--- src/rtl/pm_defines.svh ---
`ifndef PM_DEFINES_SVH
`define PM_DEFINES_SVH

// Bus widths
`define PM_ADR_W        16
`define PM_DAT_W        32
`define PM_STRB_W       (`PM_DAT_W / 8)
`define PM_LB_REG_W     3               // Register index from address bits 4:2

// Work RAM of 4 KB in words
`define PM_RAM_ADR_W    10

`define PM_PIO_IN_W     8
`define PM_PIO_OUT_W    8

// Clock cycles per timer beat
`define PM_BEAT         25

`define PM_IRQ_N        4

// Address map, region in bits 15:14 and device in bits 11:8
`define PM_REGION_RAM   2'b10
`define PM_REGION_PER   2'b11
`define PM_DEV_PIO      4'd1
`define PM_DEV_TMR      4'd2
`define PM_DEV_IRQ      4'd3

// Register offsets
`define PM_PIO_REG_IN   3'd0
`define PM_PIO_REG_OUT  3'd1
`define PM_PIO_REG_SET  3'd2
`define PM_PIO_REG_CLR  3'd3
`define PM_PIO_REG_MSK  3'd4
`define PM_TMR_REG_CTL  3'd0
`define PM_TMR_REG_RLD  3'd1
`define PM_TMR_REG_CNT  3'd2
`define PM_IRQ_REG_EN   3'd0
`define PM_IRQ_REG_PND  3'd1

`endif

--- src/rtl/pm_pkg.sv ---
`include "pm_defines.svh"

package pm_pkg;

    // Host byte address
    typedef logic [`PM_ADR_W-1:0]    adr_t;

    typedef logic [`PM_DAT_W-1:0]    dat_t;
    typedef logic [`PM_STRB_W-1:0]   strb_t;

    // Register index inside a device
    typedef logic [`PM_LB_REG_W-1:0] reg_t;

    // Decoded target of a host access
    typedef enum logic [2:0]
    {
        sel_none,
        sel_ram,
        sel_pio,
        sel_tmr,
        sel_irq
    } dev_sel_t;

    // Bit 0 PIO, bit 1 timer, bits 3:2 external
    typedef logic [`PM_IRQ_N-1:0]    irq_vec_t;

endpackage

--- src/rtl/pm_pio.sv ---
`include "pm_defines.svh"

module pm_pio
(
    input  logic                     clk,
    input  logic                     arst_n,
    input  pm_pkg::reg_t             lb_reg,
    input  pm_pkg::dat_t             lb_wdat,
    input  logic                     pio_wr,
    input  logic                     pio_rd,
    output pm_pkg::dat_t             pio_rdat,
    input  logic [`PM_PIO_IN_W-1:0]  pio_in,
    output logic [`PM_PIO_OUT_W-1:0] pio_out,
    output logic                     irq
);

    logic [`PM_PIO_IN_W-1:0] in_meta;
    logic [`PM_PIO_IN_W-1:0] in_sync;
    logic [`PM_PIO_IN_W-1:0] in_prev;   // For edge detection
    logic [`PM_PIO_IN_W-1:0] rise_msk;

    always_ff @(posedge clk or negedge arst_n)
    begin
        if (!arst_n)
        begin
            in_meta  <= '0;
            in_sync  <= '0;
            in_prev  <= '0;
            rise_msk <= '0;
            pio_out  <= '0;
            irq      <= 1'b0;
        end
        else
        begin
            in_meta <= pio_in;
            in_sync <= in_meta;
            in_prev <= in_sync;
            irq     <= |(in_sync & ~in_prev & rise_msk);

            if (pio_wr)
            begin
                case (lb_reg)
                    `PM_PIO_REG_OUT: pio_out  <= lb_wdat[`PM_PIO_OUT_W-1:0];
                    `PM_PIO_REG_SET: pio_out  <= pio_out | lb_wdat[`PM_PIO_OUT_W-1:0];
                    `PM_PIO_REG_CLR: pio_out  <= pio_out & ~lb_wdat[`PM_PIO_OUT_W-1:0];
                    `PM_PIO_REG_MSK: rise_msk <= lb_wdat[`PM_PIO_IN_W-1:0];
                    default: ;
                endcase
            end
        end
    end

    // Set and clear registers read zero
    always_ff @(posedge clk)
    begin
        if (pio_rd)
        begin
            case (lb_reg)
                `PM_PIO_REG_IN:  pio_rdat <= pm_pkg::dat_t'(in_sync);
                `PM_PIO_REG_OUT: pio_rdat <= pm_pkg::dat_t'(pio_out);
                `PM_PIO_REG_MSK: pio_rdat <= pm_pkg::dat_t'(rise_msk);
                default:         pio_rdat <= '0;
            endcase
        end
    end

endmodule

--- config.mk ---
export PLATFORM = sky130hd
export DESIGN_NAME = pm_pio
export DESIGN_NICKNAME = d
export VERILOG_FILES = /design/src/rtl/pm_pkg.sv /design/src/rtl/pm_pio.sv
export VERILOG_INCLUDE_DIRS = /design/src /design/src/rtl
export SDC_FILE = /design/constraint.sdc
export NUM_CORES = 1
export LEC_CHECK = 0
export BUFFER_PORTS_ARGS = -buffer_cell sky130_fd_sc_hd__buf_4
export CAP_MARGIN = 20
export CORE_MARGIN = 4
export CORE_UTILIZATION = 25
export DETAILED_ROUTE_END_ITERATION = 10
export SYNTH_ARGS = -nofsm -noshare
export SYNTH_HDL_FRONTEND = slang
export SYNTH_SLANG_ARGS = --single-unit
--- constraint.sdc ---
create_clock -name clk -period 1.3 [get_ports clk]
set_clock_uncertainty 0.1 [all_clocks]
set_input_delay 0.065 -clock clk [delete_from_list [all_inputs] [get_ports clk]]
set_output_delay 0.065 -clock clk [all_outputs]
set_load 0.03 [all_outputs]
=== Word-level counts from Yosys, hierarchy flattened ===
Index checks and enable logic that the tools add are counted.

* Bits in registers: 73
* Bits of input ports: 47
* Output and inout bits: 41
* Logic and storage cells: 24

* Equality and inequality tests: 4
* Multiplexer cells: 2
* Bitwise gates (word level): 6
* Reductions and logical operators: 5

{| class="wikitable"
|+ Operators with widths
! kind !! count
|-
| $pmux 8 s3 || 2
|-
| $and 8x8->8 || 3
|-
| $not 8->8 || 2
|-
| $or 8x8->8 || 1
|-
| $reduce_or 8->1 || 1
|-
| $eq 3x2->1 const B || 2
|-
| $reduce_and 2->1 || 2
|-
| $eq 3x1->1 const B || 1
|-
| $eq 3x3->1 const B || 1
|-
| $logic_not 3->1 || 1
|-
| $reduce_bool 3->1 || 1
|}

=== Depth between registers and ports, before layout ===
Gate-level depths: netlist of the first run.

* Depth after elaboration: 4
* Depth in mapped cells: 5
* Depth with buffers taken out: 4

=== Worst setup path after synthesis of the first run ===
OpenSTA, ideal clock, no wires.

* Path kind: register -> register
* From: register pio_out[7]
* To: register pio_out[7]
* Setup time: 0.126 ns
* Arrival time: 0.929 ns
* Required time: 1.074 ns
* Setup slack: 0.145 ns
* Stages on the path, launching flop included: 4
* Path buffers: 0
* Clock period less this slack: 1.155 ns
* Path through: dfrtp_1 > nand3b_1 > o21ai_0 > a221o_1

* Longest elaborated chain between the ends: 2
* Elaborated cells between the ends (all ways): 3
* Those cells by class: mux: 1; bitwise: 2

{| class="wikitable"
|+ RTL lines
! what !! line !! source
|-
| start, declared || pm_pio.sv:13 || <nowiki>output logic [`PM_PIO_OUT_W-1:0] pio_out,</nowiki>
|-
| start signal, assigned || pm_pio.sv:43 || <nowiki>`PM_PIO_REG_OUT: pio_out <= lb_wdat[`PM_PIO_OUT_W-1:0];</nowiki>
|-
| start signal, assigned || pm_pio.sv:44 || <nowiki>`PM_PIO_REG_SET: pio_out <= pio_out | lb_wdat[`PM_PIO_OUT_W-1:0];</nowiki>
|-
| start signal, assigned || pm_pio.sv:45 || <nowiki>`PM_PIO_REG_CLR: pio_out <= pio_out & ~lb_wdat[`PM_PIO_OUT_W-1:0];</nowiki>
|-
| $and 8x8->8 or $or 8x8->8 (tied branches) || pm_pio.sv:45, pm_pio.sv:44 ||
|-
| $pmux 8 s3 * || pm_pio.sv:42 || <nowiki>case (lb_reg)</nowiki>
|}

Mark *: on every way between the ends. The rest lies on a longest branch, timed or not.
A chain may end at the register's enable or synchronous reset.

=== Final worst setup path of the first run ===
* From: register rise_msk[5]
* To: register pio_rdat[5] (data pin)

* Longest elaborated chain between the ends: 1

{| class="wikitable"
|+ RTL lines
! what !! line !! source
|-
| start, declared || pm_pio.sv:20 || <nowiki>logic [`PM_PIO_IN_W-1:0] rise_msk;</nowiki>
|-
| start signal, assigned || pm_pio.sv:46 || <nowiki>`PM_PIO_REG_MSK: rise_msk <= lb_wdat[`PM_PIO_IN_W-1:0];</nowiki>
|-
| $pmux 8 s3 || pm_pio.sv:58 || <nowiki>case (lb_reg)</nowiki>
|-
| end signal, assigned || pm_pio.sv:59 || <nowiki>`PM_PIO_REG_IN: pio_rdat <= pm_pkg::dat_t'(in_sync);</nowiki>
|-
| end signal, assigned || pm_pio.sv:60 || <nowiki>`PM_PIO_REG_OUT: pio_rdat <= pm_pkg::dat_t'(pio_out);</nowiki>
|-
| end signal, assigned || pm_pio.sv:61 || <nowiki>`PM_PIO_REG_MSK: pio_rdat <= pm_pkg::dat_t'(rise_msk);</nowiki>
|-
| end, declared || pm_pio.sv:11 || <nowiki>output pm_pkg::dat_t pio_rdat,</nowiki>
|}

No other way between the ends.

==> flow_metrics.tcl, run 1 <==
set metrics [dict create \
    endpoint_kind "flop" \
    slew-limit-headroom_pct 58.62 \
    startpoint_type "flop" \
    cts_root_buf "clkbuf_8" \
    ctsResizeCount 0 \
    routed.top_layer "met4" \
    ant_nets 0 \
    synth_area_leaders "dfrtp_1 49%, edfxtp_1 12%, buf_4 8.7%" \
    wl_per_cell_um 12.55 \
    fmax_mhz 847.4 \
    p_per_area_mw_per_mm2 1328 \
    cts_max_level 2 \
    ys_warn_count 0 \
    reg2reg_slack_ns 0.12 \
    clkLatencyLatePin_ns 0.30 \
    grt_max_degree 42 \
    firstDrtPassIters 4 \
    synth_top_area_share_pct 49.46 \
    portBuffers 39 \
    overflow 0 \
    maxCapViolations 0 \
    die_w_um 99.10 \
    peakVddDrop_mv 0.4809 \
    antenna_found_initial 0 \
    cts_setup_buffers 0 \
    period_share_pct 90.77 \
    criticalPathCategory "reg -> reg" \
    cts_tree "yes" \
    yosysMostFrequentCell "dfrtp_1" \
    crit_fanout 3 \
    async_flop_share_pct 83.67 \
    total_power_uw 3561 \
    row_count 32 \
    wirelength_mm 4.293 \
    die_h_um 99.10 \
    numCtsBuffers 5 \
    min_path_type "in -> reg" \
    cts.path.max_buffers 2 \
    coreArea_mm2 0.007888 \
    hold_viol 0 \
    drtIter0Drc 72 \
    area_growth_pct 29.31 \
    clock_sinks 49 \
    ioPinCount 88 \
    met1Wirelength_mm 2.031 \
    cp_data_arrival_time_ns 1.13 \
    p_leak_uw 0.001219 \
    rsz0062_at_grt "false" \
    drive_gt1_share_pct 26.25 \
    ys.flop_type "dfrtp_1" \
    drcViolationCount 0 \
    cpMostUsedCell "nor2_1" \
    yosysUniqueCellTypes 23 \
    track_usage_pct 8.734 \
    synth_edf_count 8 \
    crit_path_top_delay_cell "dfrtp_1" \
    outcome "finished clean" \
    period_minus_slack_ns 1.180 \
    hpwl_mm 3.144 \
    wl_met2_mm 1.954 \
    drv_slew 0 \
    vias 1380 \
    avgSynthCellArea_um2 11.79 \
    syn_inst 176 \
    critPathMaxStageDelay_ns 0.39 \
    viasPerCell 4.035 \
    final_util_pct 34.01 \
    diodes 0 \
    grt_pass1_wl_mm 6.734 \
    required_ns 1.25 \
    clk_pin_slew_ns 0.09 \
    initial_core_util_pct 26.30 \
    path_cells "mux2i_1 > nor2_1 > a21oi_1 > nor2_1" \
    final_nets 286 \
    die_area_mm2 0.009820 \
    grt_pass1_vias 1315 \
    ys_ff_latch 49 \
    ys_seq_area_share_pct 61.04 \
    netlist_area_mm2 0.002074 \
    met3_wirelength_um 288 \
    worstMarginPinSlew_ns 0.6195 \
    place.gp.congestion 0.7485 \
    synth_area_leader_cell "dfrtp_1" \
    setup_viol 0 \
    synth.top_cells.by_count "41 x dfrtp_1, 25 x nand2_1, 24 x buf_4" \
]
[logic make-up (layout without fill, tap and decap cells)]
logic type | count (synthesis) | after routing | synth area share [%]
other | 1 | 24 | 0.1808
AOI/OAI and AO/OA | 28 | 28 | 9.349
and+or+nand+nor | 50 | 50 | 10.56
DFF | 49 | 49 | 61.04
muxes | 16 | 16 | 8.203
buffers and inverters | 32 | 73 | 10.67
[metal layers]
layer | vias up | track usage [%]
met5 | - | 0
met4 | 0 | 2.521
met3 | 2 | 2.735
met2 | 41 | 12.96
met1 | 653 | 12.27
li1 | 684 | -
[worst paths after layout]
kind / startpoint / to / depth (start not counted)
worst max-delay path: rise_msk[5] / pio_rdat[5] / 4
worst min register to register: in_meta[0] / in_sync[0] / 0
max in group asynchronous: arst_n / pio_out[3] / 2
worst max register to register: rise_msk[5] / pio_rdat[5] / 4
min in group asynchronous: arst_n / in_meta[3] / 2
worst min-delay path: lb_reg[1] / pio_rdat[3] / 3
[flip-flops by register name, indices dropped and copies added, names as in the netlist]
| register | flops |
|---|---|
| in_meta | 8 |
| in_prev | 8 |
| in_sync | 8 |
| pio_out | 8 |
| pio_rdat | 8 |
| rise_msk | 8 |
| irq | 1 |
[final cells by class]
type | count | area, um2
clock buffers | 6 | 72.57
clock inverters | 2 | 10.01
fillers | 800 | 5205
multi-input cells | 118 | 673.1
flip-flops and latches | 49 | 1266
well taps | 102 | 127.6
repair buffers | 65 | 533.0
[worst max-delay path: cells and delay by family, from the launching register on]
family / cells / cell delay (ns)
compound gates: 1 / 0.17
flops: 1 / 0.39
mux: 1 / 0.16
simple gates: 2 / 0.12
[per-stage QoR]
stage                     setup slack, ns  cell area, um2  instances  hold WS (ns)  setup TNS [ns]
final                              0.1200            2683        342        0.1503               0
after CTS                          0.1401            2683        342        0.1426               0
after global routing              0.03605            2683        342        0.1495               0
after global placement           -0.03569            2420        316      -0.02192         -0.1466
after detailed placement         -0.05097            2420        316      -0.01717         -0.2104
after floorplan                    0.1449            2161        199       -0.3306               0
[cell usage in the layout, fill, tap and decap left out]
cell type	instances
a21oi_1	8
a221o_1	8
and3b_1	1
buf_4	47
clkbuf_1	1
clkbuf_8	5
clkinv_2	2
conb_1	24
dfrtp_1	41
dlygate4sd3_1	18
edfxtp_1	8
mux2_1	1
mux2_2	7
mux2i_1	8
nand2_1	25
nand2_2	1
nand2b_1	1
nand3b_1	1
nor2_1	18
nor2b_1	2
nor3_4	1
o21ai_0	1
o22ai_1	11
[power breakdown]
part | switching, uW | total (uW) | internal (uW) | leakage, uW
Combinational | 496 | 846 | 350 | 0.000620
Sequential | 126 | 1860 | 1740 | 0.000554
Clock | 479 | 852 | 374 | 0.0000450
[what timing repair did]
item                                   CTS  global route
endpoints found under the hold margin   73             0
hold buffers                            18             0
setup endpoints to repair                0             0
Note: power is estimated with default switching activity, not from simulation.
==> run 2, diff against run 1 <==
- PLACE_DENSITY_LB_ADDON: default -> 0.1
==> flow_metrics.tcl, run 2 (same netlist as run 1, synthesis figures left out) <==
set metrics [dict create \
    outcome "finished clean" \
    drv_slew 0 \
    coreArea_mm2 0.007888 \
    layout_common_cells "47 x buf_4, 41 x dfrtp_1, 25 x nand2_1, 24 x conb_1" \
    grt_pass1_wl_mm 7.445 \
    drive_gt1_share_pct 26.56 \
    overflow 0 \
    drcViolationCount 0 \
    finalInstanceArea_mm2 0.002714 \
    peakVddDrop_mv 0.6299 \
    numCtsBuffers 5 \
    antenna_found_initial 0 \
    cts_root_buf "clkbuf_8" \
    cpMostUsedCell "nor2_1" \
    r2r-start "rise_msk[4]" \
    seqPwrFrac_pct 51.2 \
    startpoint_type "flop" \
    post_dp_cell_area_mm2 0.002440 \
    diodes 0 \
    initial_core_util_pct 26.30 \
    maxCapViolations 0 \
    fmax_mhz 847.5 \
    rsz0062_at_grt "false" \
    period_minus_slack_ns 1.180 \
    wl_per_cell_um 13.76 \
    criticalPathCategory "reg -> reg" \
    grt_max_degree 42 \
    endpoint_kind "flop" \
    cts_max_level 2 \
    crit_path_top_delay_cell "dfrtp_1" \
    die_w_um 99.10 \
    cts.path.max_buffers 2 \
    critPathTopFamily "flip-flops" \
    row_count 32 \
    drtIter0Drc 47 \
    worstMarginPinSlew_ns 0.6731 \
    portBuffers 39 \
    p_int_uw 2527 \
    die_area_mm2 0.009820 \
    vias 1410 \
    final_common_cell "buf_4" \
    required_ns 1.25 \
    period_share_pct 90.76 \
    track_usage_pct 9.811 \
    final_nets 287 \
    final_util_pct 34.41 \
    setup_viol 0 \
    fin_setup_tns_ns 0 \
    crit_fanout 3 \
    comb_power_share_pct 23.3 \
    place.gp.congestion 0.7243 \
    ioPinCount 88 \
    critPathMaxStageDelay_ns 0.40 \
    fin_hold_ws_ns 0.1601 \
    cp_data_arrival_time_ns 1.13 \
    slew-limit-headroom_pct 55.03 \
    total_power_uw 3652 \
    critPathBufInv 0 \
    min_from "lb_reg[0]" \
    area_growth_pct 30.82 \
    die_h_um 99.10 \
    clkLatencyLatePin_ns 0.30 \
    clk_pin_slew_ns 0.09 \
    firstDrtPassIters 4 \
    cts_tree "yes" \
    p_sw_share_pct 30.81 \
    p_leak_uw 0.001226 \
    viasPerCell 4.111 \
    crit_path_start "rise_msk[4]" \
    p_per_area_mw_per_mm2 1346 \
    wirelength_mm 4.718 \
    grt_pass1_vias 1387 \
    switchingPower_uw 1125 \
    path_cells "mux2i_1 > nor2_1 > a21oi_1 > nor2_1" \
    ant_nets 0 \
    clock_power_share_pct 25.5 \
    clock_sinks 49 \
    hpwl_mm 3.306 \
    hold_viol 0 \
    min_path_type "in -> reg" \
]
run 2: changes by cell type in the layout (fill, tap and decap cells not counted), sizes merged:
cell,previous run,this run
buf,47,48
clkbuf,6,8
clkinv,2,0
run 2: worst reg2reg max path, stage by stage, from the launching register on:
cell and delay, ns:
dfrtp_1 0.40, mux2i_1 0.14, nor2_1 0.06, a21oi_1 0.16
nor2_1 0.08
run 2: power groups by stage:
stage,Combinational (uW),Sequential (uW),Clock (uW)
after global placement,812,1900,0
after global routing,918,1900,1040
after floorplan,411,2030,0
after detailed placement,814,1900,0
final,850,1870,933
after CTS,858,1870,973
run 2: metrics by stage:
step | instances | worst slack [ns]
4_1_cts | 343 | 0.1043
6_report | 343 | 0.1201
2_1_floorplan | 199 | 0.1449
5_1_grt | 343 | 0.02985
3_3_place_gp | 317 | -0.09071
3_5_place_dp | 317 | -0.1163
run 2: path summary, 6_finish.rpt:
path                               endpoint  slack [ns]  depth (start not counted)
worst max register to register  pio_rdat[4]        0.12                          4
worst min-delay path            pio_rdat[7]        0.16                          4
worst max-delay path            pio_rdat[4]        0.12                          4
max in group asynchronous        pio_out[6]        0.54                          2
min in group asynchronous        in_meta[2]        0.20                          2
worst min register to register   in_sync[3]        0.25                          0
run 2: timing repair:
item | CTS | global route
hold buffers | 18 | 0
endpoints found under the hold margin | 73 | 0
setup endpoints to repair | 0 | 1
setup buffers | 0 | 0
resized for setup | 0 | 1
run 2: layout make-up:
cell class	instances	area [um2]
Sequential cell	49	1266
Timing Repair Buffer	66	553.0
Tap cell	102	127.6
Clock buffer	8	90.09
Fill cell	804	5174
Multi-Input combinational cell	118	676.9
run 2: routing by layer:
metal	up-vias	global-route usage (%)	wire, um
li1	684	-	-
met1	679	13.35	2230
met2	43	15.19	2160
met3	4	2.665	281
met4	0	3.151	46
met5	-	0	0
==> run 3, diff against run 2 <==
--- a/config.mk
+++ b/config.mk
@@ -10,6 +10,6 @@
 export CAP_MARGIN = 20
-export CORE_MARGIN = 4
+export CORE_MARGIN = 2
 export CORE_UTILIZATION = 25
 export DETAILED_ROUTE_END_ITERATION = 10
-export PLACE_DENSITY_LB_ADDON = 0.1
+export PLACE_DENSITY_LB_ADDON = 0.15
 export SYNTH_ARGS = -nofsm -noshare
==> constraint.sdc (replaced) <==
create_clock -name clk -period 1.3 [get_ports clk]
set_clock_uncertainty 0.1 [all_clocks]
set_input_delay 0.13 -clock clk [delete_from_list [all_inputs] [get_ports clk]]
set_output_delay 0.13 -clock clk [all_outputs]
set_load 0.03 [all_outputs]
==> flow_metrics.tcl, run 3 (same netlist as run 1, synthesis figures left out) <==
set metrics [dict create \
    cts_max_level 2 \
    period_minus_slack_ns 1.157 \
    cts_root_buf "clkbuf_8" \
    fmax_mhz 864.6 \
    place_ws_ns -0.02634 \
    drv_slew 0 \
    p_leak_uw 0.001246 \
    clock_sinks 49 \
    diodes 0 \
    track_usage_pct 10.01 \
    r2r-start "rise_msk[2]" \
    die_h_um 95.10 \
    portBuffers 39 \
    wirelength_mm 4.229 \
    worstMarginPinSlew_ns 0.5537 \
    rsz0062_at_grt "false" \
    r2r_cells 4 \
    reg2reg_slack_ns 0.14 \
    fin_ws_ns 0.1434 \
    timing.rr.end "pio_rdat[2]" \
    wl_per_cell_um 12.15 \
    required_ns 1.25 \
    crit_path_start "rise_msk[2]" \
    final_nets 289 \
    cts_setup_buffers 0 \
    min_from "lb_reg[0]" \
    cts_tree "yes" \
    holdBufCountCts 17 \
    hold_depth 4 \
    firstDrtPassIters 4 \
    setup_viol 0 \
    cts.path.max_buffers 2 \
    die_area_mm2 0.009043 \
    initial_core_util_pct 25.50 \
    area_growth_pct 32.21 \
    drcViolationCount 0 \
    grt_pass1_wl_mm 6.713 \
    clk_pin_slew_ns 0.09 \
    die_w_um 95.10 \
    slew-limit-headroom_pct 63.01 \
    startpoint_type "flop" \
    peakVddDrop_mv 0.4906 \
    final_util_pct 33.72 \
    fin_setup_tns_ns 0 \
    drtIter0Drc 64 \
    numCtsBuffers 5 \
    maxCapViolations 0 \
    hpwl_mm 2.976 \
    drive_gt1_share_pct 27.16 \
    viasPerCell 3.940 \
    crit_fanout 3 \
    ioPinCount 88 \
    overflow 0 \
    place.gp.congestion 0.6947 \
    period_share_pct 88.97 \
    cp_data_arrival_time_ns 1.11 \
    ant_nets 0 \
    vias 1371 \
    grt_pass1_vias 1255 \
    p_per_area_mw_per_mm2 1394 \
    clkLatencyLatePin_ns 0.30 \
    endpoint_kind "flop" \
    hold_viol 0 \
    final_common_cell "buf_4" \
    min_path_type "in -> reg" \
    total_power_uw 3823 \
    coreArea_mm2 0.008134 \
    ctsResizeCount 0 \
    grt_max_degree 42 \
    layout_common_cells "50 x buf_4, 41 x dfrtp_1, 25 x nand2_1, 24 x conb_1" \
    outcome "finished clean" \
    fin_hold_ws_ns 0.2255 \
    antenna_found_initial 0 \
    hold_end "pio_out[1]" \
    criticalPathCategory "reg -> reg" \
    row_count 33 \
]
run 3: cell types whose count changed in the layout (fill, tap and decap cells not counted):
cell | before | now
buf_12 | 1 | 0
a21oi_1 | 7 | 8
buf_4 | 47 | 50
bufinv_16 | 0 | 1
clkbuf_1 | 2 | 1
a21oi_2 | 1 | 0
run 3: critical path: stages (launching register included):
cell	delay (ns)
dfrtp_1	0.39
mux2i_1	0.16
nor2_1	0.05
a21oi_1	0.15
nor2_1	0.06
run 3: worst max path at each step:
stage	to	slack (ns)	cells past startpoint
6_report	pio_rdat[2]	0.14	4
5_1_grt	pio_rdat[4]	0.03	4
4_1_cts	pio_out[5]	0.13	1
3_5_place_dp	pio_out[2]	-0.03	4
3_3_place_gp	pio_out[2]	-0.03	4
2_1_floorplan	rise_msk[0]	0.10	3
run 3: through the flow:
step / std cells / area [um2]
5_1_grt: 348 / 2743
6_report: 348 / 2743
2_1_floorplan: 199 / 2161
4_1_cts: 347 / 2733
3_5_place_dp: 322 / 2446
3_3_place_gp: 322 / 2446
run 3: routing by layer:
layer	GRT usage (%)	routed length [um]	share of wire, %	vias up
met5	0	0	0	-
met4	2.536	39	0.92	0
met3	3.399	266	6.3	4
met2	14.55	1894	45	46
met1	14.26	2029	48	631
li1	-	-	-	690
run 3: cell type report:
cell class | count | area [um2]
multi-input combinational | 118 | 673.1
sequential | 49 | 1266
clock inverter | 1 | 30.03
clock buffer | 7 | 86.33
tap | 105 | 131.4
timing repair buffer | 68 | 555.5
fill | 826 | 5391
run 3: where the power goes:
| part | switching, uW | internal (uW) |
|---|---|---|
| Clock | 489 | 628 |
| Sequential | 129 | 1740 |
| Combinational | 486 | 354 |
| Total | 1100 | 2720 |
